### src/hw/coreTypes.sv
package coreTypes;

  localparam int defRamDepthLog2 = 8;  // 256-word data RAM

  // Register-form primary opcodes
  typedef enum logic [5:0] {
    opAdd   = 6'o00,
    opRsub  = 6'o01,
    opBsf   = 6'o21,
    opOr    = 6'o40,
    opAnd   = 6'o41,
    opXor   = 6'o42,
    opLoad  = 6'o62,
    opStore = 6'o66
  } opcodeT;

  localparam logic [5:0] opFormMask = 6'o67;  // Clears the immediate-form bit

  typedef struct packed {
    logic [5:0]  opcode;
    logic [4:0]  rd;
    logic [4:0]  ra;
    logic [4:0]  rb;
    logic [10:0] alt;  // Bit 10 picks a left barrel shift
  } regFormT;

  typedef struct packed {
    logic [5:0]  opcode;
    logic [4:0]  rd;
    logic [4:0]  ra;
    logic [15:0] imm;
  } immFormT;

  typedef union packed {
    regFormT regForm;
    immFormT immForm;
  } instWordT;

  typedef enum logic [1:0] {
    srcReg  = 2'd0,
    srcFwdX = 2'd1,  // ALU result of the instruction ahead
    srcFwdR = 2'd2,  // RAM read data of a load ahead
    srcImm  = 2'd3
  } srcSelT;

  typedef enum logic [2:0] {
    fnAdd   = 3'd0,
    fnRsub  = 3'd1,
    fnOr    = 3'd2,
    fnAnd   = 3'd3,
    fnXor   = 3'd4,
    fnShift = 3'd5
  } aluFnT;

  typedef enum logic [1:0] {
    dstAlu  = 2'd0,
    dstMem  = 2'd2,
    dstNone = 2'd3
  } dstSelT;

  // Decode to execute
  typedef struct packed {
    aluFnT       aluFn;
    srcSelT      srcA;
    srcSelT      srcB;
    dstSelT      dst;
    logic [4:0]  rw;
    logic        isStore;
    logic        isShift;
    logic        shiftLeft;
    logic [31:0] imm32;
  } ctrlX;

  // Execute to writeback
  typedef struct packed {
    dstSelT      dst;
    logic [4:0]  rw;
    logic        rdwe;
    logic [31:0] result;
  } ctrlR;

endpackage

### src/hw/execUnit.sv
`timescale 1ns/1ns

module execUnit import coreTypes::*; (
  input  logic        gclk,
  input  logic        rst,
  input  ctrlX        ctrl,
  input  logic [31:0] regA,
  input  logic [31:0] regB,
  input  logic [31:0] fwdX,
  input  logic [31:0] fwdR,
  input  logic [1:0]  shiftStep,
  output logic [31:0] result,
  output logic [31:0] storeData
);

  logic [31:0] opA;
  logic [31:0] opB;
  logic [31:0] aluB;
  logic [31:0] aluOut;
  logic [31:0] stepIn;
  logic [31:0] stepMid;
  logic [31:0] stepOut;
  logic [31:0] partial;  // Shifter value between steps
  logic [4:0]  amt;
  logic [4:0]  amtReg;

  function automatic logic [31:0] shiftBy(
    input logic [31:0] v,
    input logic        left,
    input logic        en,
    input int unsigned n
  );
    logic [31:0] r;
    if (!en) begin
      r = v;
    end else if (left) begin
      r = v << n;
    end else begin
      r = v >> n;
    end
    return r;
  endfunction

  always_comb begin
    case (ctrl.srcA)
      srcFwdX: opA = fwdX;
      srcFwdR: opA = fwdR;
      default: opA = regA;
    endcase
    case (ctrl.srcB)
      srcFwdX: opB = fwdX;
      srcFwdR: opB = fwdR;
      srcImm:  opB = ctrl.imm32;
      default: opB = regB;
    endcase
  end

  assign aluB = ctrl.isStore ? ctrl.imm32 : opB;  // Store offset while B carries data

  always_comb begin
    case (ctrl.aluFn)
      fnRsub:  aluOut = aluB - opA;
      fnOr:    aluOut = opA | aluB;
      fnAnd:   aluOut = opA & aluB;
      fnXor:   aluOut = opA ^ aluB;
      default: aluOut = opA + aluB;  // Add and load/store address
    endcase
  end

  // Step 1 works on the live operands and later steps on the saved ones
  assign stepIn = (shiftStep == 2'd1) ? opA : partial;
  assign amt    = (shiftStep == 2'd1) ? opB[4:0] : amtReg;

  always_comb begin
    stepMid = stepIn;
    stepOut = stepIn;
    case (shiftStep)
      2'd1: begin
        stepMid = shiftBy(stepIn, ctrl.shiftLeft, amt[4], 16);
        stepOut = shiftBy(stepMid, ctrl.shiftLeft, amt[3], 8);
      end
      2'd2: begin
        stepMid = shiftBy(stepIn, ctrl.shiftLeft, amt[2], 4);
        stepOut = shiftBy(stepMid, ctrl.shiftLeft, amt[1], 2);
      end
      default: stepOut = shiftBy(stepIn, ctrl.shiftLeft, amt[0], 1);
    endcase
  end

  always_ff @(posedge gclk) begin
    if (rst) begin
      partial <= 32'd0;
      amtReg  <= 5'd0;
    end else begin
      if ((shiftStep == 2'd1) || (shiftStep == 2'd2)) begin
        partial <= stepOut;
      end
      if (shiftStep == 2'd1) begin
        amtReg <= opB[4:0];  // RAM forward source changes after step 1
      end
    end
  end

  assign result    = ctrl.isShift ? stepOut : aluOut;
  assign storeData = opB;

endmodule

### config.mk
export PLATFORM = sky130hd
export DESIGN_NAME = execUnit
export DESIGN_NICKNAME = d
export VERILOG_FILES = /design/src/hw/coreTypes.sv /design/src/hw/execUnit.sv
export SDC_FILE = /design/constraint.sdc
export NUM_CORES = 1
export LEC_CHECK = 0
export ABC_AREA = 1
export BUFFER_PORTS_ARGS = -buffer_cell sky130_fd_sc_hd__buf_2
export CORE_AREA = 2 2 148 164
export DETAILED_ROUTE_END_ITERATION = 7
export DIE_AREA = 0 0 150 166
export PLACE_DENSITY = 0.79
export SETUP_SLACK_MARGIN = 0.4
export SYNTH_ARGS = -nofsm -noshare
export SYNTH_HDL_FRONTEND = slang
export SYNTH_SLANG_ARGS = --single-unit
### constraint.sdc
create_clock -name gclk -period 5.7 [get_ports gclk]
set_input_delay 1.14 -clock gclk [delete_from_list [all_inputs] [get_ports gclk]]
set_output_delay 1.14 -clock gclk [all_outputs]
set_load 0.02 [all_outputs]
==> results of run 1 <==
[synthesized netlist by cell type, types with 10 or more instances]
cell / count / area [sq um]
xor2_1: 34 / 298
nor3_1: 12 / 60.1
or2_2: 46 / 288
clkbuf_1: 70 / 263
ha_1: 104 / 1300
a21boi_1: 12 / 90.1
o21ai_0: 153 / 766
a21oi_1: 174 / 871
inv_1: 195 / 732
nand3_1: 269 / 1350
nor2_1: 126 / 473
dfxtp_1: 37 / 741
or2_1: 12 / 75.1
o21ai_1: 29 / 145
inv_2: 14 / 52.6
nand2_1: 904 / 3390
nand4_1: 15 / 93.8
buf_2: 37 / 185
o211ai_1: 12 / 90.1
o2111ai_1: 18 / 158
buf_1: 11 / 41.3
a211oi_1: 10 / 75.1
a221oi_1: 12 / 105
[cell families after synthesis]
family,Yosys count,synth area share
DFF,37,0.0611
AOI/OAI and AO/OA,449,0.208
and+or+nand+nor,1405,0.485
buffers and inverters,341,0.113
xor gates and xnor gates,34,0.0246
adders and majority gates,105,0.109
[layer usage]
metal,GRT usage,GRT overflow
met2,0.916,52
met3,0.603,1
met4,0.710,41
met1,0.779,1
met5,0.300,0
[metrics by stage]
step | setup TNS, ns | setup slack [ns] | util
after floorplan | 0 | 0.197 | -
after global placement | -12.37 | -0.713 | 0.661
after detailed placement | -14.19 | -0.751 | 0.661
after CTS | -5.40 | -0.371 | 0.717
[what timing repair did]
item | CTS
resized for setup | 286
buffers inserted | 35
endpoints found under the setup margin | 29
pin swaps | 106
==> reports/qor.csv, run 1 <==
metric,value,unit
io_buffers,237,
floorplan.rows,59,
synth_cells,2371,
grt_max_degree,76,
synthArstFlopShare,0,
synth-seq-area-share,0.0611,
die_w,150,um
cts_buffer_depth,2,
gp_congestion,1.09,
ctsHoldBuffers,0,
synth_area,0.0121,sq mm
grt_use_total,0.759,
dp_cells,3046,
die_h,166,um
htree_levels,2,
cts-root-buf,clkbuf_16,
crit_endpoint,result[27],
gr-total-overflow,95,
worstEndpointType,primary output,
synth-main-ff-cell,dfxtp_1,
first-error,[ERROR GRT-0232] Routing congestion too high. Check the congestion heatmap in the GUI.,
io_pins,245,
cts.sinks,37,
yosys_register_bits,37,
avgSynthCellArea,5.11,sq um
place_area,0.0154,sq mm
synth-edff-count,0,
yosys_warnings,0,
cts_buffers,5,
stop_stage,global routing (5_1_grt),
synth_nets,2657,
status,stopped before the end,
synthDistinctLibCells,44,
start_util,0.520,
dp_hpwl,48400,um
==> run 2: changes to the inputs <==
Settings changed: CORE_AREA 2 2 148 164 to 2 2 178 180, DIE_AREA 0 0 150 166 to 0 0 180 182, PLACE_DENSITY 0.79 to unset, PLACE_DENSITY_LB_ADDON set to 0.15, SETUP_SLACK_MARGIN 0.4 to unset.
Clock period 5.7 ns to 7.4 ns, I/O delays scaled along.
==> reports/qor.csv, run 2 <==
metric,value,unit,change
die_w,180,um,+20%
ys_top_cells_by_count,"nand2_1 (904), nand3_1 (269), inv_1 (195)",,
rrSetupSlack,4.87,ns,
grt_max_degree,76,,
wirelength,61900,um,
crit_fanout,14,,
die_h,182,um,+9.6%
fin_nets,2932,,
setup_ws,0.132,ns,
yosysMostFrequentCell,nand2_1,,
drive_gt1_frac,0.193,,
synthDistinctLibCells,44,,unchanged
remaining_drc_errors,4,,
dp_hpwl,48400,um,+0.12%
floorplan.rows,65,,+10%
final_core_util,0.476,,
layout_common_cells,"nand2_1 (899), nand3_1 (267), buf_2 (236), inv_1 (195), a21oi_1 (164)",,
slew_viol_final,0,,
place_area,0.0145,sq mm,-6.1%
holdPathEnd,partial[28],,
io_pins,245,,unchanged
cts.sinks,37,,unchanged
ant_nets,0,,
irDropWorstVdd,0.0000792,V,
synth_top_family_by_area,simple AND/OR/NAND/NOR gates,,
antenna_found_initial,6,,
ctsHoldBuffers,0,,unchanged
reg_top3,"partial (32), amtReg (5)",,
slew_headroom,0.313,,
hold_viol,0,,
avgSynthCellArea,5.11,sq um,unchanged
yosys_register_bits,37,,unchanged
start_util,0.391,,-0.128
grt_pass1_vias,15903,,
path_clk_slew,0.07,ns,
reg2reg_depth,10,,
top_register,partial,,
violations,design-rule violations,,
setup_viol,0,,
fmax,0.138,GHz,
maxCapViolations,0,,
drt_iter0_markers,1893,,
yosys_warnings,0,,unchanged
synthArstFlopShare,0,,unchanged
crit_required,5.92,ns,
htree_levels,2,,unchanged
dp_cells,3040,,-0.20%
synth_cells,2371,,unchanged
fin_area,0.0148,sq mm,
post-place-ws,-0.0131,ns,+0.738 ns
status,finished with violations,,
hold_depth,2,,
worstSetupPathType,in -> out,,
synth_fa_ha_area_frac,0.109,,unchanged
grt_pass1_wl,92300,um,
core,0.0310,sq mm,
synthTopCellsByArea,"nand2_1 (28%), nand3_1 (11%), ha_1 (11%)",,
io_buffers,237,,unchanged
die_area,0.0328,sq mm,
synthXorXnorAreaFrac,0.0246,,unchanged
synth-compound-area-share,0.208,,unchanged
stdcell_count,3054,,
via_count,17478,,
synth_nets,2657,,unchanged
cts_buffers,5,,unchanged
worstPathArrival,5.79,ns,
cts-root-buf,clkbuf_16,,
synth-edff-count,0,,unchanged
synth_top_area_share,0.280,,unchanged
worstSetupEndpointType,output port,,
gr-total-overflow,0,,
via_per_inst,5.72,,
fin_setup_tns,0,ns,
min_path_type,reg -> reg,,
area_delta_synth_final,21.8,%,
layout_commonest_cell,nand2_1,,
worstMarginPinSlew,1.03,ns,
synth-seq-area-share,0.0611,,unchanged
synth_top_area_cell,nand2_1,,
firstDrtPassIters,8,,
synth-main-ff-cell,dfxtp_1,,
reg2reg_from,amtReg[2],,
cts_tree,built,,
fin_crit_sh,0.982,,
power_leakage,7.84,nW,
yosys.area_share.simple,0.485,,unchanged
grt_use_total,0.359,,
synth_area,0.0121,sq mm,unchanged
gp_congestion,1.01,,-7.1%
yosys-mux-area-fraction,0,,unchanged
total_power,2.22,mW,
period_minus_slack,7.27,ns,
hold_slack,0.461,ns,
wl_per_cell,20.3,um,
hold_start,partial[28],,
largest_reg_flops,32,,
crit_path_start_kind,input pin,,
finalClockSkew,0.00404,ns,
rr_endpoint,partial[15],,
insertion_delay,0.30,ns,
cts_buffer_depth,2,,unchanged
power.density,151,mW/mm^2,
-- run 2: routing by layer --
| metal | GRT usage | share of wire | vias to the layer above |
|---|---|---|---|
| met4 | 0.116 | 0.036 | 0 |
| met3 | 0.0373 | 0.082 | 139 |
| met1 | 0.486 | 0.43 | 8179 |
| li1 | - | - | 8323 |
| met5 | 0 | 0 | - |
| met2 | 0.595 | 0.45 | 837 |
-- run 2: cells by family (layout without fill, tap and decap cells) --
kind of cell	after synthesis	in the layout
AND/OR/NAND/NOR	1405	1405
AO/OA/AOI/OAI	449	449
buffers and inverters	341	617
adder cells (fa/ha/maj)	105	105
flip-flops	37	37
XOR/XNOR	34	34
other	0	5
-- run 2: what timing repair did --
item | CTS | global route
resized for setup | 2 | 34
setup endpoints to repair | 2 | 19
pin swaps | 0 | 6
buffers inserted | 0 | 1
-- run 2: power breakdown --
part           switching [mW]  internal [mW]
registers             0.00656          0.212
clock network           0.105          0.125
logic                    1.15          0.623
total                    1.27          0.960
-- run 2: critical path: stages --
cell,delay (ns)
buf_2,0.12
inv_1,0.05
ha_1,0.20
buf_12,0.16
nand2_1,0.07
nand3_1,0.17
nand2_1,0.15
ha_1,0.20
nand3_1,0.12
or2_4,0.27
nor2_4,0.11
nand2_2,0.10
nor2_4,0.26
a21oi_1,0.13
xor2_1,0.16
ha_1,0.35
a21oi_1,0.24
o21ai_0,0.19
a21oi_1,0.23
nor2_1,0.09
nor2_1,0.14
a21oi_1,0.09
o21ai_0,0.15
buf_4,0.16
inv_1,0.05
a21oi_1,0.15
buf_2,0.19
-- run 2: how the worst max path moves through the flow --
| stage | start | endpoint | depth (start not counted) |
|---|---|---|---|
| floorplan | ctrl[44] | result[29] | 24 |
| global placement | ctrl[44] | result[20] | 26 |
| detailed placement | ctrl[44] | result[19] | 26 |
| CTS | ctrl[44] | result[27] | 27 |
| global route | ctrl[44] | result[29] | 29 |
| finish | ctrl[45] | result[29] | 27 |
-- run 2: layout make-up --
cell class,count,area (sq um)
Antenna cell,5,12.5
Clock buffer,6,129
Clock inverter,2,10.0
Fill cell,3547,16200
Inverter,215,810
Multi-Input combinational cell,1993,10200
Sequential cell,37,741
Tap cell,402,503
Timing Repair Buffer,394,2400
Note: power is estimated with default switching activity, not from simulation.
