## src/hw/coreTypes.sv

```systemverilog
package coreTypes;

  localparam int defRamDepthLog2 = 8;  // 256-word data RAM

  // Register-form primary opcodes
  typedef enum logic [5:0] {
    opAdd   = 6'o00,
    opRsub  = 6'o01,
    opBsf   = 6'o21,
    opOr    = 6'o40,
    opAnd   = 6'o41,
    opXor   = 6'o42,
    opLoad  = 6'o62,
    opStore = 6'o66
  } opcodeT;

  localparam logic [5:0] opFormMask = 6'o67;  // Clears the immediate-form bit

  typedef struct packed {
    logic [5:0]  opcode;
    logic [4:0]  rd;
    logic [4:0]  ra;
    logic [4:0]  rb;
    logic [10:0] alt;  // Bit 10 picks a left barrel shift
  } regFormT;

  typedef struct packed {
    logic [5:0]  opcode;
    logic [4:0]  rd;
    logic [4:0]  ra;
    logic [15:0] imm;
  } immFormT;

  typedef union packed {
    regFormT regForm;
    immFormT immForm;
  } instWordT;

  typedef enum logic [1:0] {
    srcReg  = 2'd0,
    srcFwdX = 2'd1,  // ALU result of the instruction ahead
    srcFwdR = 2'd2,  // RAM read data of a load ahead
    srcImm  = 2'd3
  } srcSelT;

  typedef enum logic [2:0] {
    fnAdd   = 3'd0,
    fnRsub  = 3'd1,
    fnOr    = 3'd2,
    fnAnd   = 3'd3,
    fnXor   = 3'd4,
    fnShift = 3'd5
  } aluFnT;

  typedef enum logic [1:0] {
    dstAlu  = 2'd0,
    dstMem  = 2'd2,
    dstNone = 2'd3
  } dstSelT;

  // Decode to execute
  typedef struct packed {
    aluFnT       aluFn;
    srcSelT      srcA;
    srcSelT      srcB;
    dstSelT      dst;
    logic [4:0]  rw;
    logic        isStore;
    logic        isShift;
    logic        shiftLeft;
    logic [31:0] imm32;
  } ctrlX;

  // Execute to writeback
  typedef struct packed {
    dstSelT      dst;
    logic [4:0]  rw;
    logic        rdwe;
    logic [31:0] result;
  } ctrlR;

endpackage

```

## src/hw/instDecoder.sv

```systemverilog
`timescale 1ns/1ns

module instDecoder import coreTypes::*; (
  input  logic        gclk,
  input  logic        rst,
  input  logic        pipeEn,
  input  logic        instValid,
  input  instWordT    instWord,
  output logic [4:0]  rdA,
  output logic [4:0]  rdB,
  input  logic [31:0] exResult,
  input  logic [31:0] ramData,
  output ctrlX        ctrlXOut,
  output logic        isShiftD,
  output logic        wbValid,
  output logic [4:0]  wbReg,
  output logic [31:0] wbData
);

  logic        dValid;
  instWordT    dInst;
  opcodeT      baseOp;
  logic        isImm;
  aluFnT       decFn;
  dstSelT      decDst;
  logic        decStore;
  logic [4:0]  srcRegB;
  logic        xWrites;
  ctrlX        dCtrl;
  ctrlX        xCtrl;
  logic [4:0]  xRa;
  logic [4:0]  xRb;
  ctrlR        rCtrl;

  assign baseOp = opcodeT'(dInst.regForm.opcode & opFormMask);
  assign isImm  = dInst.regForm.opcode[3];

  always_comb begin
    decFn    = fnAdd;
    decDst   = dstAlu;
    decStore = 1'b0;
    case (baseOp)
      opAdd:   decFn = fnAdd;
      opRsub:  decFn = fnRsub;
      opOr:    decFn = fnOr;
      opAnd:   decFn = fnAnd;
      opXor:   decFn = fnXor;
      opBsf:   decFn = fnShift;
      opLoad:  decDst = dstMem;  // Address through the adder
      opStore: begin
        decDst   = dstNone;
        decStore = 1'b1;
      end
      default: decDst = dstNone;  // Unknown opcode acts as a no-op
    endcase
  end

  // Port B reads rd for a store since that register holds the data
  assign srcRegB  = decStore ? dInst.regForm.rd : dInst.regForm.rb;
  assign xWrites  = (xCtrl.dst != dstNone) && (xCtrl.rw != 5'd0);
  assign isShiftD = dValid && (baseOp == opBsf);

  always_comb begin
    dCtrl.aluFn     = decFn;
    dCtrl.dst       = dValid ? decDst : dstNone;
    dCtrl.rw        = dInst.regForm.rd;
    dCtrl.isStore   = dValid && decStore;
    dCtrl.isShift   = isShiftD;
    dCtrl.shiftLeft = dInst.regForm.alt[10];
    dCtrl.imm32     = isImm ? {{16{dInst.immForm.imm[15]}}, dInst.immForm.imm} : 32'd0;

    dCtrl.srcA = srcReg;
    if (xWrites && (xCtrl.rw == dInst.regForm.ra)) begin
      dCtrl.srcA = (xCtrl.dst == dstMem) ? srcFwdR : srcFwdX;
    end

    if (isImm && !decStore) begin
      dCtrl.srcB = srcImm;
    end else if (xWrites && (xCtrl.rw == srcRegB)) begin
      dCtrl.srcB = (xCtrl.dst == dstMem) ? srcFwdR : srcFwdX;
    end else begin
      dCtrl.srcB = srcReg;
    end
  end

  // Decode and execute control
  always_ff @(posedge gclk) begin
    if (rst) begin
      dValid        <= 1'b0;
      xCtrl.dst     <= dstNone;
      xCtrl.isStore <= 1'b0;
      xCtrl.isShift <= 1'b0;
    end else if (pipeEn) begin
      dValid <= instValid;
      xCtrl  <= dCtrl;
    end
  end

  always_ff @(posedge gclk) begin
    if (pipeEn) begin
      dInst <= instWord;
      xRa   <= dInst.regForm.ra;
      xRb   <= srcRegB;
    end
  end

  assign rdA      = xRa;  // Register file is read in execute
  assign rdB      = xRb;
  assign ctrlXOut = xCtrl;

  // Writeback strobe drops while the pipe is frozen
  always_ff @(posedge gclk) begin
    if (rst) begin
      rCtrl.rdwe <= 1'b0;
    end else begin
      rCtrl.rdwe <= pipeEn && xWrites;
    end
  end

  always_ff @(posedge gclk) begin
    if (pipeEn) begin
      rCtrl.dst    <= xCtrl.dst;
      rCtrl.rw     <= xCtrl.rw;
      rCtrl.result <= exResult;
    end
  end

  assign wbValid = rCtrl.rdwe;
  assign wbReg   = rCtrl.rw;
  assign wbData  = (rCtrl.dst == dstMem) ? ramData : rCtrl.result;

endmodule

```

## config.mk

```make
export PLATFORM = sky130hd
export DESIGN_NAME = instDecoder
export DESIGN_NICKNAME = d
export VERILOG_FILES = /design/src/hw/coreTypes.sv /design/src/hw/instDecoder.sv
export SDC_FILE = /design/constraint.sdc
export NUM_CORES = 1
export LEC_CHECK = 0
export BUFFER_PORTS_ARGS = -buffer_cell sky130_fd_sc_hd__buf_2
export CORE_UTILIZATION = 45
export DETAILED_ROUTE_END_ITERATION = 6
export GPL_ROUTABILITY_DRIVEN = 0
export GPL_TIMING_DRIVEN = 0
export PLACE_DENSITY = 0.73
export SLEW_MARGIN = 20
export SYNTH_ARGS = -nofsm -noshare
export SYNTH_HDL_FRONTEND = slang
export SYNTH_SLANG_ARGS = --single-unit
```

## constraint.sdc

```tcl
create_clock -name gclk -period 7.7 [get_ports gclk]
set_input_delay 1.155 -clock gclk [delete_from_list [all_inputs] [get_ports gclk]]
set_output_delay 1.155 -clock gclk [all_outputs]
set_load 0.01 [all_outputs]
```

==> results of run 1 <==
layout by cell type, fill, tap and decap left out, types with 5 or more instances in the layout:
master	count
nand2b_1	5
clkbuf_8	5
nor2_1	9
nand2_1	11
buf_2	199
clkbuf_16	17
clkinv_2	5
clkbuf_1	8
edfxtp_1	110
buf_4	22
dfxtp_1	6
and2_1	17
o21ai_0	5
mux2_2	31
routing by layer:
layer,up-vias,GRT usage (%)
met2,124,29.24
met4,0,9.534
met3,10,5.511
li1,1448,-
met1,1407,20.39
met5,-,0
cell families (layout without fill, tap and decap cells):
family / after synthesis / in the layout
buffers and inverters: 32 / 263
muxes: 35 / 35
xor gates and xnor gates: 7 / 7
DFF: 116 / 116
AOI/OAI and AO/OA: 22 / 22
and+or+nand+nor: 62 / 62
worst paths after layout:
kind	from	end
worst min register to register	dInst[10]	ctrlXOut[32]
worst min-delay path	dInst[10]	ctrlXOut[32]
worst max register to register	dInst[26]	ctrlXOut[43]
worst max-delay path	rCtrl[38]	wbData[23]
final cells by class:
class                           count  area share, %
Buffer                             28          3.064
Clock buffer                       27          8.053
Clock inverter                      5         0.3929
Inverter                            4         0.2357
Multi-Input combinational cell    126          15.64
Sequential cell                   116          53.74
Tap cell                          133          2.612
Timing Repair Buffer              199          16.26
critical path: stages (launching register included):
cell and delay (ns):
edfxtp_1 0.35, nor2b_1 0.11, clkbuf_1 0.24, buf_2 0.30, mux2_2 0.36, buf_2 0.14
per-stage QoR:
step           util, %  cells  instance area (sq um)
5_1_grt          64.57    638                   6370
3_3_place_gp     58.54    604                   5774
4_1_cts          64.57    638                   6370
3_5_place_dp     59.12    606                   5832
6_report         64.57    638                   6370
2_1_floorplan        -    274                   4622
registers in the layout, indices dropped and copies added (netlist names):
name	flops
dValid	1
rdB	5
rdA	5
rCtrl	34
wbValid	1
ctrlXOut	33
wbReg	5
dInst	32
report_power, final:
part | switching, uW | leakage [uW] | total [uW] | internal [uW]
Sequential | 18.0 | 0.00113 | 755 | 737
Clock | 246 | 0.000271 | 691 | 445
Combinational | 60.6 | 0.00131 | 125 | 64.7
==> run metrics, run 1 <==
status completed; Detailed Route WL 9340 microns; Avg WL per Cell 14.64 microns; post-synth cell types 42; Starting DRT DRC Count 102; global-route usage over all layers 17.59%; routed wl met3 561 microns; Leak Pwr 0.002707 uW; top-count cell post-synth edfxtp_1; CTS tree built; core area 9864 sq um; setup ws final 4.542 ns; WHS Path Cells 0; max-slew violation count 0; Clk Latency, worst-skew pair 0.50 ns; Place WS 4.672 ns; initial antenna violation count 0; Cells after Synth 274; H-Tree Depth 4; Ys Warns 0; CTS resizes 0; register area share after synthesis 74.07%; # Post-CTS Setup Buffers 0; Synth top cells by count edfxtp_1, mux2_2, buf_4, and2_1, nand2_1; share of post-route cells with drive strength above 1 57.23%; kind of end point of the critical path output pin; largest net degree at the start of global routing 53; Die Y 103.3 microns; RSZ-0062 raised after global routing false; dpl hpwl 6906 microns; slew at the pin closest to its max-slew limit 0.4630 ns; mapped cell area 4622 sq um; DRC 0; Max Cap Viol 0; CP required 6.55 ns; # setup viols final 0; antenna-violating nets left 0; Initial Util 46.85%; r2r setup slk 5.89 ns; Hold Crit Class flop to flop; total gr overflow 0; routed wl met2 4885 microns; Max clock buf depth 2; dominant cells by area after synthesis edfxtp_1, mux2_2, buf_4; IO Port Bufs 197; area share of fa/ha/maj cells after synthesis 0%; first-pass GRT wire length 13360 microns; Worst Path Arrival 2.00 ns; simple-gate share of the synthesized area 7.742%; Yosys top cell area share 71.47%; vias per std cell 4.685; CP Launch Type flop; ys async rst share 0%; CTS Hold Bufs 0; Rows 36; Power Total 1571 uW; critical path class flop to output pin; fmax 316.6 MHz; number of antenna diodes 0; worst-case clock skew 0.008317 ns; clock sinks 116; post-route clock period utilization 41.02%; synthesis-to-finish area growth 37.82%; hold slack 0.4496 ns; fillers 736; peak supply drop 152.0 uV; Clock transition at path regs 0.06 ns; clk root buf clkbuf_8; R2R cell count 5; Synth Area per Inst 16.87 sq um; Reg area 3423 sq um; synthesized flop and latch total 116; XOR/XNOR Fraction of Synth Area 1.326%; endpoints failing hold 0; share of synthesized area spent on multiplexers 8.473%; ys flop type edfxtp_1; main combinational cell family by area after synthesis multiplexers; Die X-Extent 103.3 microns; pwr dens 246.7 nW/um^2; Max-Slew Margin vs Limit 69.14%; drt pass-1 iters 4; vias in the first global route 2780; total clock buffers created by CTS 17; area of the multi-input gates 996.0 sq um; crit path max fanout 10; Top Layer Used met4; Mapped Nets 374; die area 10680 sq um; I/O Pins 198; Synth Area in Compound Gates 3.844%; area leader, netlist edfxtp_1; number of synthesized flops with an enable pin 110; min cycle time layout 3.158 ns; met1 WL 3761 microns; vias post-DR 2989; TNS Setup 0 ns; Final #Nets 592
No activity file was read; power rests on OpenSTA's default activity.
==> run 2: changes to the inputs <==
--- a/config.mk
+++ b/config.mk
@@ -5,6 +5,7 @@
 export SDC_FILE = /design/constraint.sdc
 export NUM_CORES = 1
 export LEC_CHECK = 0
+export ABC_AREA = 1
 export BUFFER_PORTS_ARGS = -buffer_cell sky130_fd_sc_hd__buf_2
 export CORE_UTILIZATION = 45
 export DETAILED_ROUTE_END_ITERATION = 6
==> constraint.sdc (replaced) <==
create_clock -name gclk -period 3.2 [get_ports gclk]
set_input_delay 0.48 -clock gclk [delete_from_list [all_inputs] [get_ports gclk]]
set_output_delay 0.48 -clock gclk [all_outputs]
set_load 0.01 [all_outputs]
==> run metrics, run 2 <==
status completed; Starting DRT DRC Count 135; setup ws final 0.8605 ns; # Post-CTS Setup Buffers 0; min cycle time layout 2.340 ns; global-route usage over all layers 17.57%; total clock buffers created by CTS 17; Synth top cells by count edfxtp_1, nand2_1, inv_1, mux2_2, buf_4; register area share after synthesis 74.07%; peak supply drop 482.7 uV; ys flop type edfxtp_1; synthesized flop and latch total 116; worst-case clock skew 0.006394 ns; critical path class flop to output pin; post-synth cell types 23; vias post-DR 3104; CTS tree built; kind of end point of the critical path output pin; Hold Crit Class input port to flop; Mapped Nets 423; Clock transition at path regs 0.06 ns; mapped cell area 4622 sq um; WHS Path Cells 1; area share of fa/ha/maj cells after synthesis 0%; CTS Hold Bufs 0; Slowest Stage Delay on Critical Path 0.36 ns; CP Cell Sequence nand2_1, buf_2, mux2_2, buf_2; top-count cell post-synth edfxtp_1; RSZ-0062 raised after global routing false; dominant cells by area after synthesis edfxtp_1, mux2_2, nand2_1; max reg flops 34; largest net degree at the start of global routing 61; dpl hpwl 6775 microns; pwr dens 611.0 nW/um^2; Avg WL per Cell 13.79 microns; XOR/XNOR Fraction of Synth Area 0.9475%; r2r setup slk 1.50 ns; Cells after Synth 323; first-pass GRT wire length 13190 microns; R2R cell count 9; Max-Slew Margin vs Limit 62.79%; cell internal pwr 3088 uW; total gr overflow 0; Synth Area per Inst 14.31 sq um; synthesis-to-finish area growth 38.47%; Max stage delay cell, worst path mux2_2; Leak Pwr 0.002983 uW; Net Sw Power 822.6 uW; register share of total power 46.4%; Die X-Extent 103.3 microns; CP required 2.72 ns; Rows 36; Most flops, register rCtrl; post-layout util 64.88%; Die Y 103.3 microns; crit path max fanout 10; max-slew violation count 0; fmax 427.4 MHz; initial antenna violation count 0; Place WS 0.8059 ns; simple-gate share of the synthesized area 8.798%; vias per std cell 4.518; clock sinks 116; core area 9864 sq um; main combinational cell family by area after synthesis simple AND/OR/NAND/NOR gates; Synth Area in Compound Gates 1.002%; vias in the first global route 2798; number of synthesized flops with an enable pin 110; DRC 0; post-route non-filler standard cell count 687; CP most frequent cell buf_2; Ys Warns 0; share of synthesized area spent on multiplexers 7.796%; Final #Nets 641; clock network fraction of design power 45.5%; die area 10680 sq um; Worst Path Arrival 1.86 ns; area leader, netlist edfxtp_1; Comb pwr share 8.1%; Clk Latency, worst-skew pair 0.51 ns; slew at the pin closest to its max-slew limit 0.5568 ns; Detailed Route WL 9475 microns; Max clock buf depth 2; CP Launch Type flop; most frequent cells in the layout buf_2, edfxtp_1, nand2_1, inv_1, mux2_2; endpoints failing hold 0; commonest non-fill, non-tap cell in the layout buf_2; drt pass-1 iters 4; IO Port Bufs 197; # setup viols final 0; I/O Pins 198; clk root buf clkbuf_8; Yosys top cell area share 71.47%; Max Cap Viol 0; CTS resizes 0; Placed Cells 655; H-Tree Depth 4; share of post-route cells with drive strength above 1 52.17%; Sw Share 21.04%; fillers 743; post-route clock period utilization 73.11%; Initial Util 46.85%; antenna-violating nets left 0; ys async rst share 0%; number of antenna diodes 0
[run 2: cell types whose count changed after synthesis, moves of 3 or more]
cell,previous run,this run
and2_1,17,0
inv_1,4,42
nand2_1,11,52
nand2_2,0,3
nand2b_1,5,0
nand3_1,3,9
nand4_1,1,5
nor2_1,9,15
nor2b_1,3,0
nor4_1,3,0
[run 2: critical path: cells and delay by family, from the launching register on]
family / cells / cell delay, ns
buf+inv: 2 / 0.45
mux: 1 / 0.36
flops: 1 / 0.35
simple gates: 1 / 0.19
[run 2: power groups by stage]
| stage | Sequential, uW | Clock (uW) | Combinational, uW |
|---|---|---|---|
| global route | 1820 | 1880 | 354 |
| detailed placement | 1840 | 0 | 320 |
| finish | 1810 | 1780 | 318 |
| global placement | 1840 | 0 | 302 |
| CTS | 1810 | 1810 | 322 |
| floorplan | 1850 | 0 | 135 |
[run 2: layout make-up]
cell class / instances / area, sq um / area share [%]
buffer: 26 / 180.2 / 2.815
timing repair buffer: 199 / 1044 / 16.30
clock buffer: 18 / 417.9 / 6.530
multi-input combinational: 138 / 864.6 / 13.51
tap: 133 / 166.4 / 2.600
inverter: 43 / 161.4 / 2.522
clock inverter: 14 / 142.6 / 2.229
sequential: 116 / 3423 / 53.49
[run 2: kinds of logic (layout without fill, tap and decap cells)]
logic type,count (synthesis),after routing
mux,32,32
simple gates,92,92
buf+inv,69,300
compound gates,9,9
xor+xnor,5,5
flops,116,116
[run 2: path summary, 6_finish.rpt]
path	start	end
max reg2reg	dInst[26]	ctrlXOut[42]
min	exResult[19]	rCtrl[19]
min reg2reg	dInst[10]	ctrlXOut[32]
max	rCtrl[39]	wbData[22]
[run 2: per-layer routing]
metal	up-vias	part of all wire, %	track usage [%]
li1	1536	-	-
met1	1407	39	19.72
met2	146	51	29.14
met3	15	7.1	7.056
met4	0	2.4	8.667
met5	-	0	0
[run 2: per-stage QoR]
step                      hold slack, ns  setup TNS (ns)  area (sq um)  total power [uW]
after floorplan                   0.4264               0          4622              1982
after global placement            0.4302          -51.99          5774              2143
after detailed placement          0.4374               0          5839              2163
after CTS                         0.1172               0          6400              3950
after global routing              0.1106               0          6400              4058
final                             0.1425               0          6400              3910
==> run 3: changes to the inputs <==
--- a/config.mk
+++ b/config.mk
@@ -5,7 +5,7 @@
 export SDC_FILE = /design/constraint.sdc
 export NUM_CORES = 1
 export LEC_CHECK = 0
-export ABC_AREA = 1
+export ABC_AREA = 0
 export BUFFER_PORTS_ARGS = -buffer_cell sky130_fd_sc_hd__buf_2
 export CORE_UTILIZATION = 45
 export DETAILED_ROUTE_END_ITERATION = 6
==> constraint.sdc (replaced) <==
create_clock -name gclk -period 2.17 [get_ports gclk]
set_input_delay 0.3255 -clock gclk [delete_from_list [all_inputs] [get_ports gclk]]
set_output_delay 0.3255 -clock gclk [all_outputs]
set_load 0.01 [all_outputs]
==> run metrics, run 3 (synthesis results as in run 1) <==
drt pass-1 iters 5; endpoints failing hold 0; CP Cell Sequence nor2b_2, buf_6, buf_8, mux2_2, buf_2; Comb pwr share 9.6%; Worst Setup SP rCtrl[38]; R2R cell count 5; failing checks setup timing; first-pass GRT wire length 15360 microns; CP required 1.84 ns; Rows 36; synthesis-to-finish area growth 56.85%; vias in the first global route 3214; core area 9864 sq um; vias per std cell 4.784; # Post-CTS Setup Buffers 0; kind of end point of the critical path output pin; Slowest Stage Delay on Critical Path 0.37 ns; clock sinks 116; Most flops, register rCtrl; Worst Path Arrival 1.85 ns; number of antenna diodes 0; post-layout util 73.49%; hold slack 0.07739 ns; M1 GR Usage 22.00%; peak supply drop 681.4 uV; Clk Latency, worst-skew pair 0.50 ns; IO Port Bufs 197; register share of total power 43.7%; fmax 460.7 MHz; busiest layer in global routing met2; Detailed Route WL 11750 microns; antenna-violating nets left 0; setup ws final -0.0005496 ns; Starting DRT DRC Count 108; Max-Slew Margin vs Limit 64.36%; commonest non-fill, non-tap cell in the layout buf_2; Initial Util 46.85%; post-route clock period utilization 100.0%; max-slew violation count 0; CTS tree built; Hold Crit Class input port to flop; Final #Nets 657; H-Tree Depth 4; share of post-route cells with drive strength above 1 51.75%; slew at the pin closest to its max-slew limit 0.5334 ns; DRC 0; GR Layer Usage met2 35.76%; cell internal pwr 4892 uW; Die X-Extent 103.3 microns; critical path class flop to output pin; Leak Pwr 0.003065 uW; max reg flops 34; status finished, violations left; Reg-to-Reg Start dInst[26]; worst-case clock skew 0.005882 ns; total clock buffers created by CTS 17; largest net degree at the start of global routing 48; dpl hpwl 6923 microns; Avg WL per Cell 16.71 microns; most frequent cells in the layout buf_2, edfxtp_1, dlygate4sd3_1, mux2_2, buf_4; die area 10680 sq um; Clock transition at path regs 0.05 ns; CP Launch Type flop; Net Sw Power 1242 uW; Die Y 103.3 microns; met3 Use GR 5.376%; # setup viols final 1; global-route usage over all layers 20.15%; total gr overflow 0; clock network fraction of design power 46.6%; hold_sp instValid; WHS Path Cells 3; Max Cap Viol 0; pwr dens 846.1 nW/um^2; Sw Share 20.25%; vias post-DR 3363; RSZ-0062 raised after global routing true; Max clock buf depth 2; Max stage delay cell, worst path edfxtp_1; I/O Pins 198; initial antenna violation count 0; crit path max fanout 10; clk root buf clkbuf_8; min cycle time layout 2.171 ns
==> run 3: repair_timing <==
| action | in CTS | in global routing |
|---|---|---|
| endpoints found under the hold margin | 64 | 0 |
| hold buffers | 64 | 0 |
| gates cloned | 0 | 2 |
| setup endpoints to repair | 30 | 59 |
| pin swaps | 0 | 0 |
| resized for setup | 8 | 25 |
==> run 3: worst paths after layout <==
check | slack, ns | to
min reg2reg | 0.45 | ctrlXOut[32]
max reg2reg | 0.36 | ctrlXOut[42]
min | 0.08 | dValid
max | -0.0005 | wbData[13]
==> run 3: per-layer routing <==
metal	wire, microns	vias up
met3	685	23
li1	-	1584
met2	6268	159
met1	4463	1597
met5	0	-
met4	327	0
==> run 3: cell type report <==
class | instances | area (sq um)
Tap cell | 133 | 166.4
Inverter | 4 | 15.01
Timing Repair Buffer | 263 | 1780
Sequential cell | 116 | 3423
Clock buffer | 22 | 462.9
Fill cell | 621 | 2615
Multi-Input combinational cell | 127 | 1016
Buffer | 28 | 232.7
Clock inverter | 10 | 152.6
==> run 3: power by group through the flow <==
stage | clock [uW] | sequential [uW] | combinational [uW]
3_3_place_gp | 0 | 2720 | 423
2_1_floorplan | 0 | 2720 | 191
4_1_cts | 2900 | 2680 | 537
6_report | 2860 | 2680 | 591
3_5_place_dp | 0 | 2720 | 443
5_1_grt | 2990 | 2700 | 636
==> run 3: through the flow <==
step                      area (sq um)  std cells     TNS, ns  total power (uW)  setup WS (ns)
after floorplan                   4624        274           0              2912         0.3111
after global placement            5777        604      -45.00              3143         -1.505
after detailed placement          5804        605      -14.04              3167        -0.4865
after CTS                         7083        701           0              6114      0.0006195
after global routing              7249        703     -0.8536              6320       -0.08120
final                             7249        703  -0.0005496              6134     -0.0005496
==> run 3: critical path: cells and delay by family, from the launching register on <==
family / cells / cell delay, ns
and+or+nand+nor: 1 / 0.14
buffers and inverters: 3 / 0.47
DFF: 1 / 0.37
muxes: 1 / 0.36
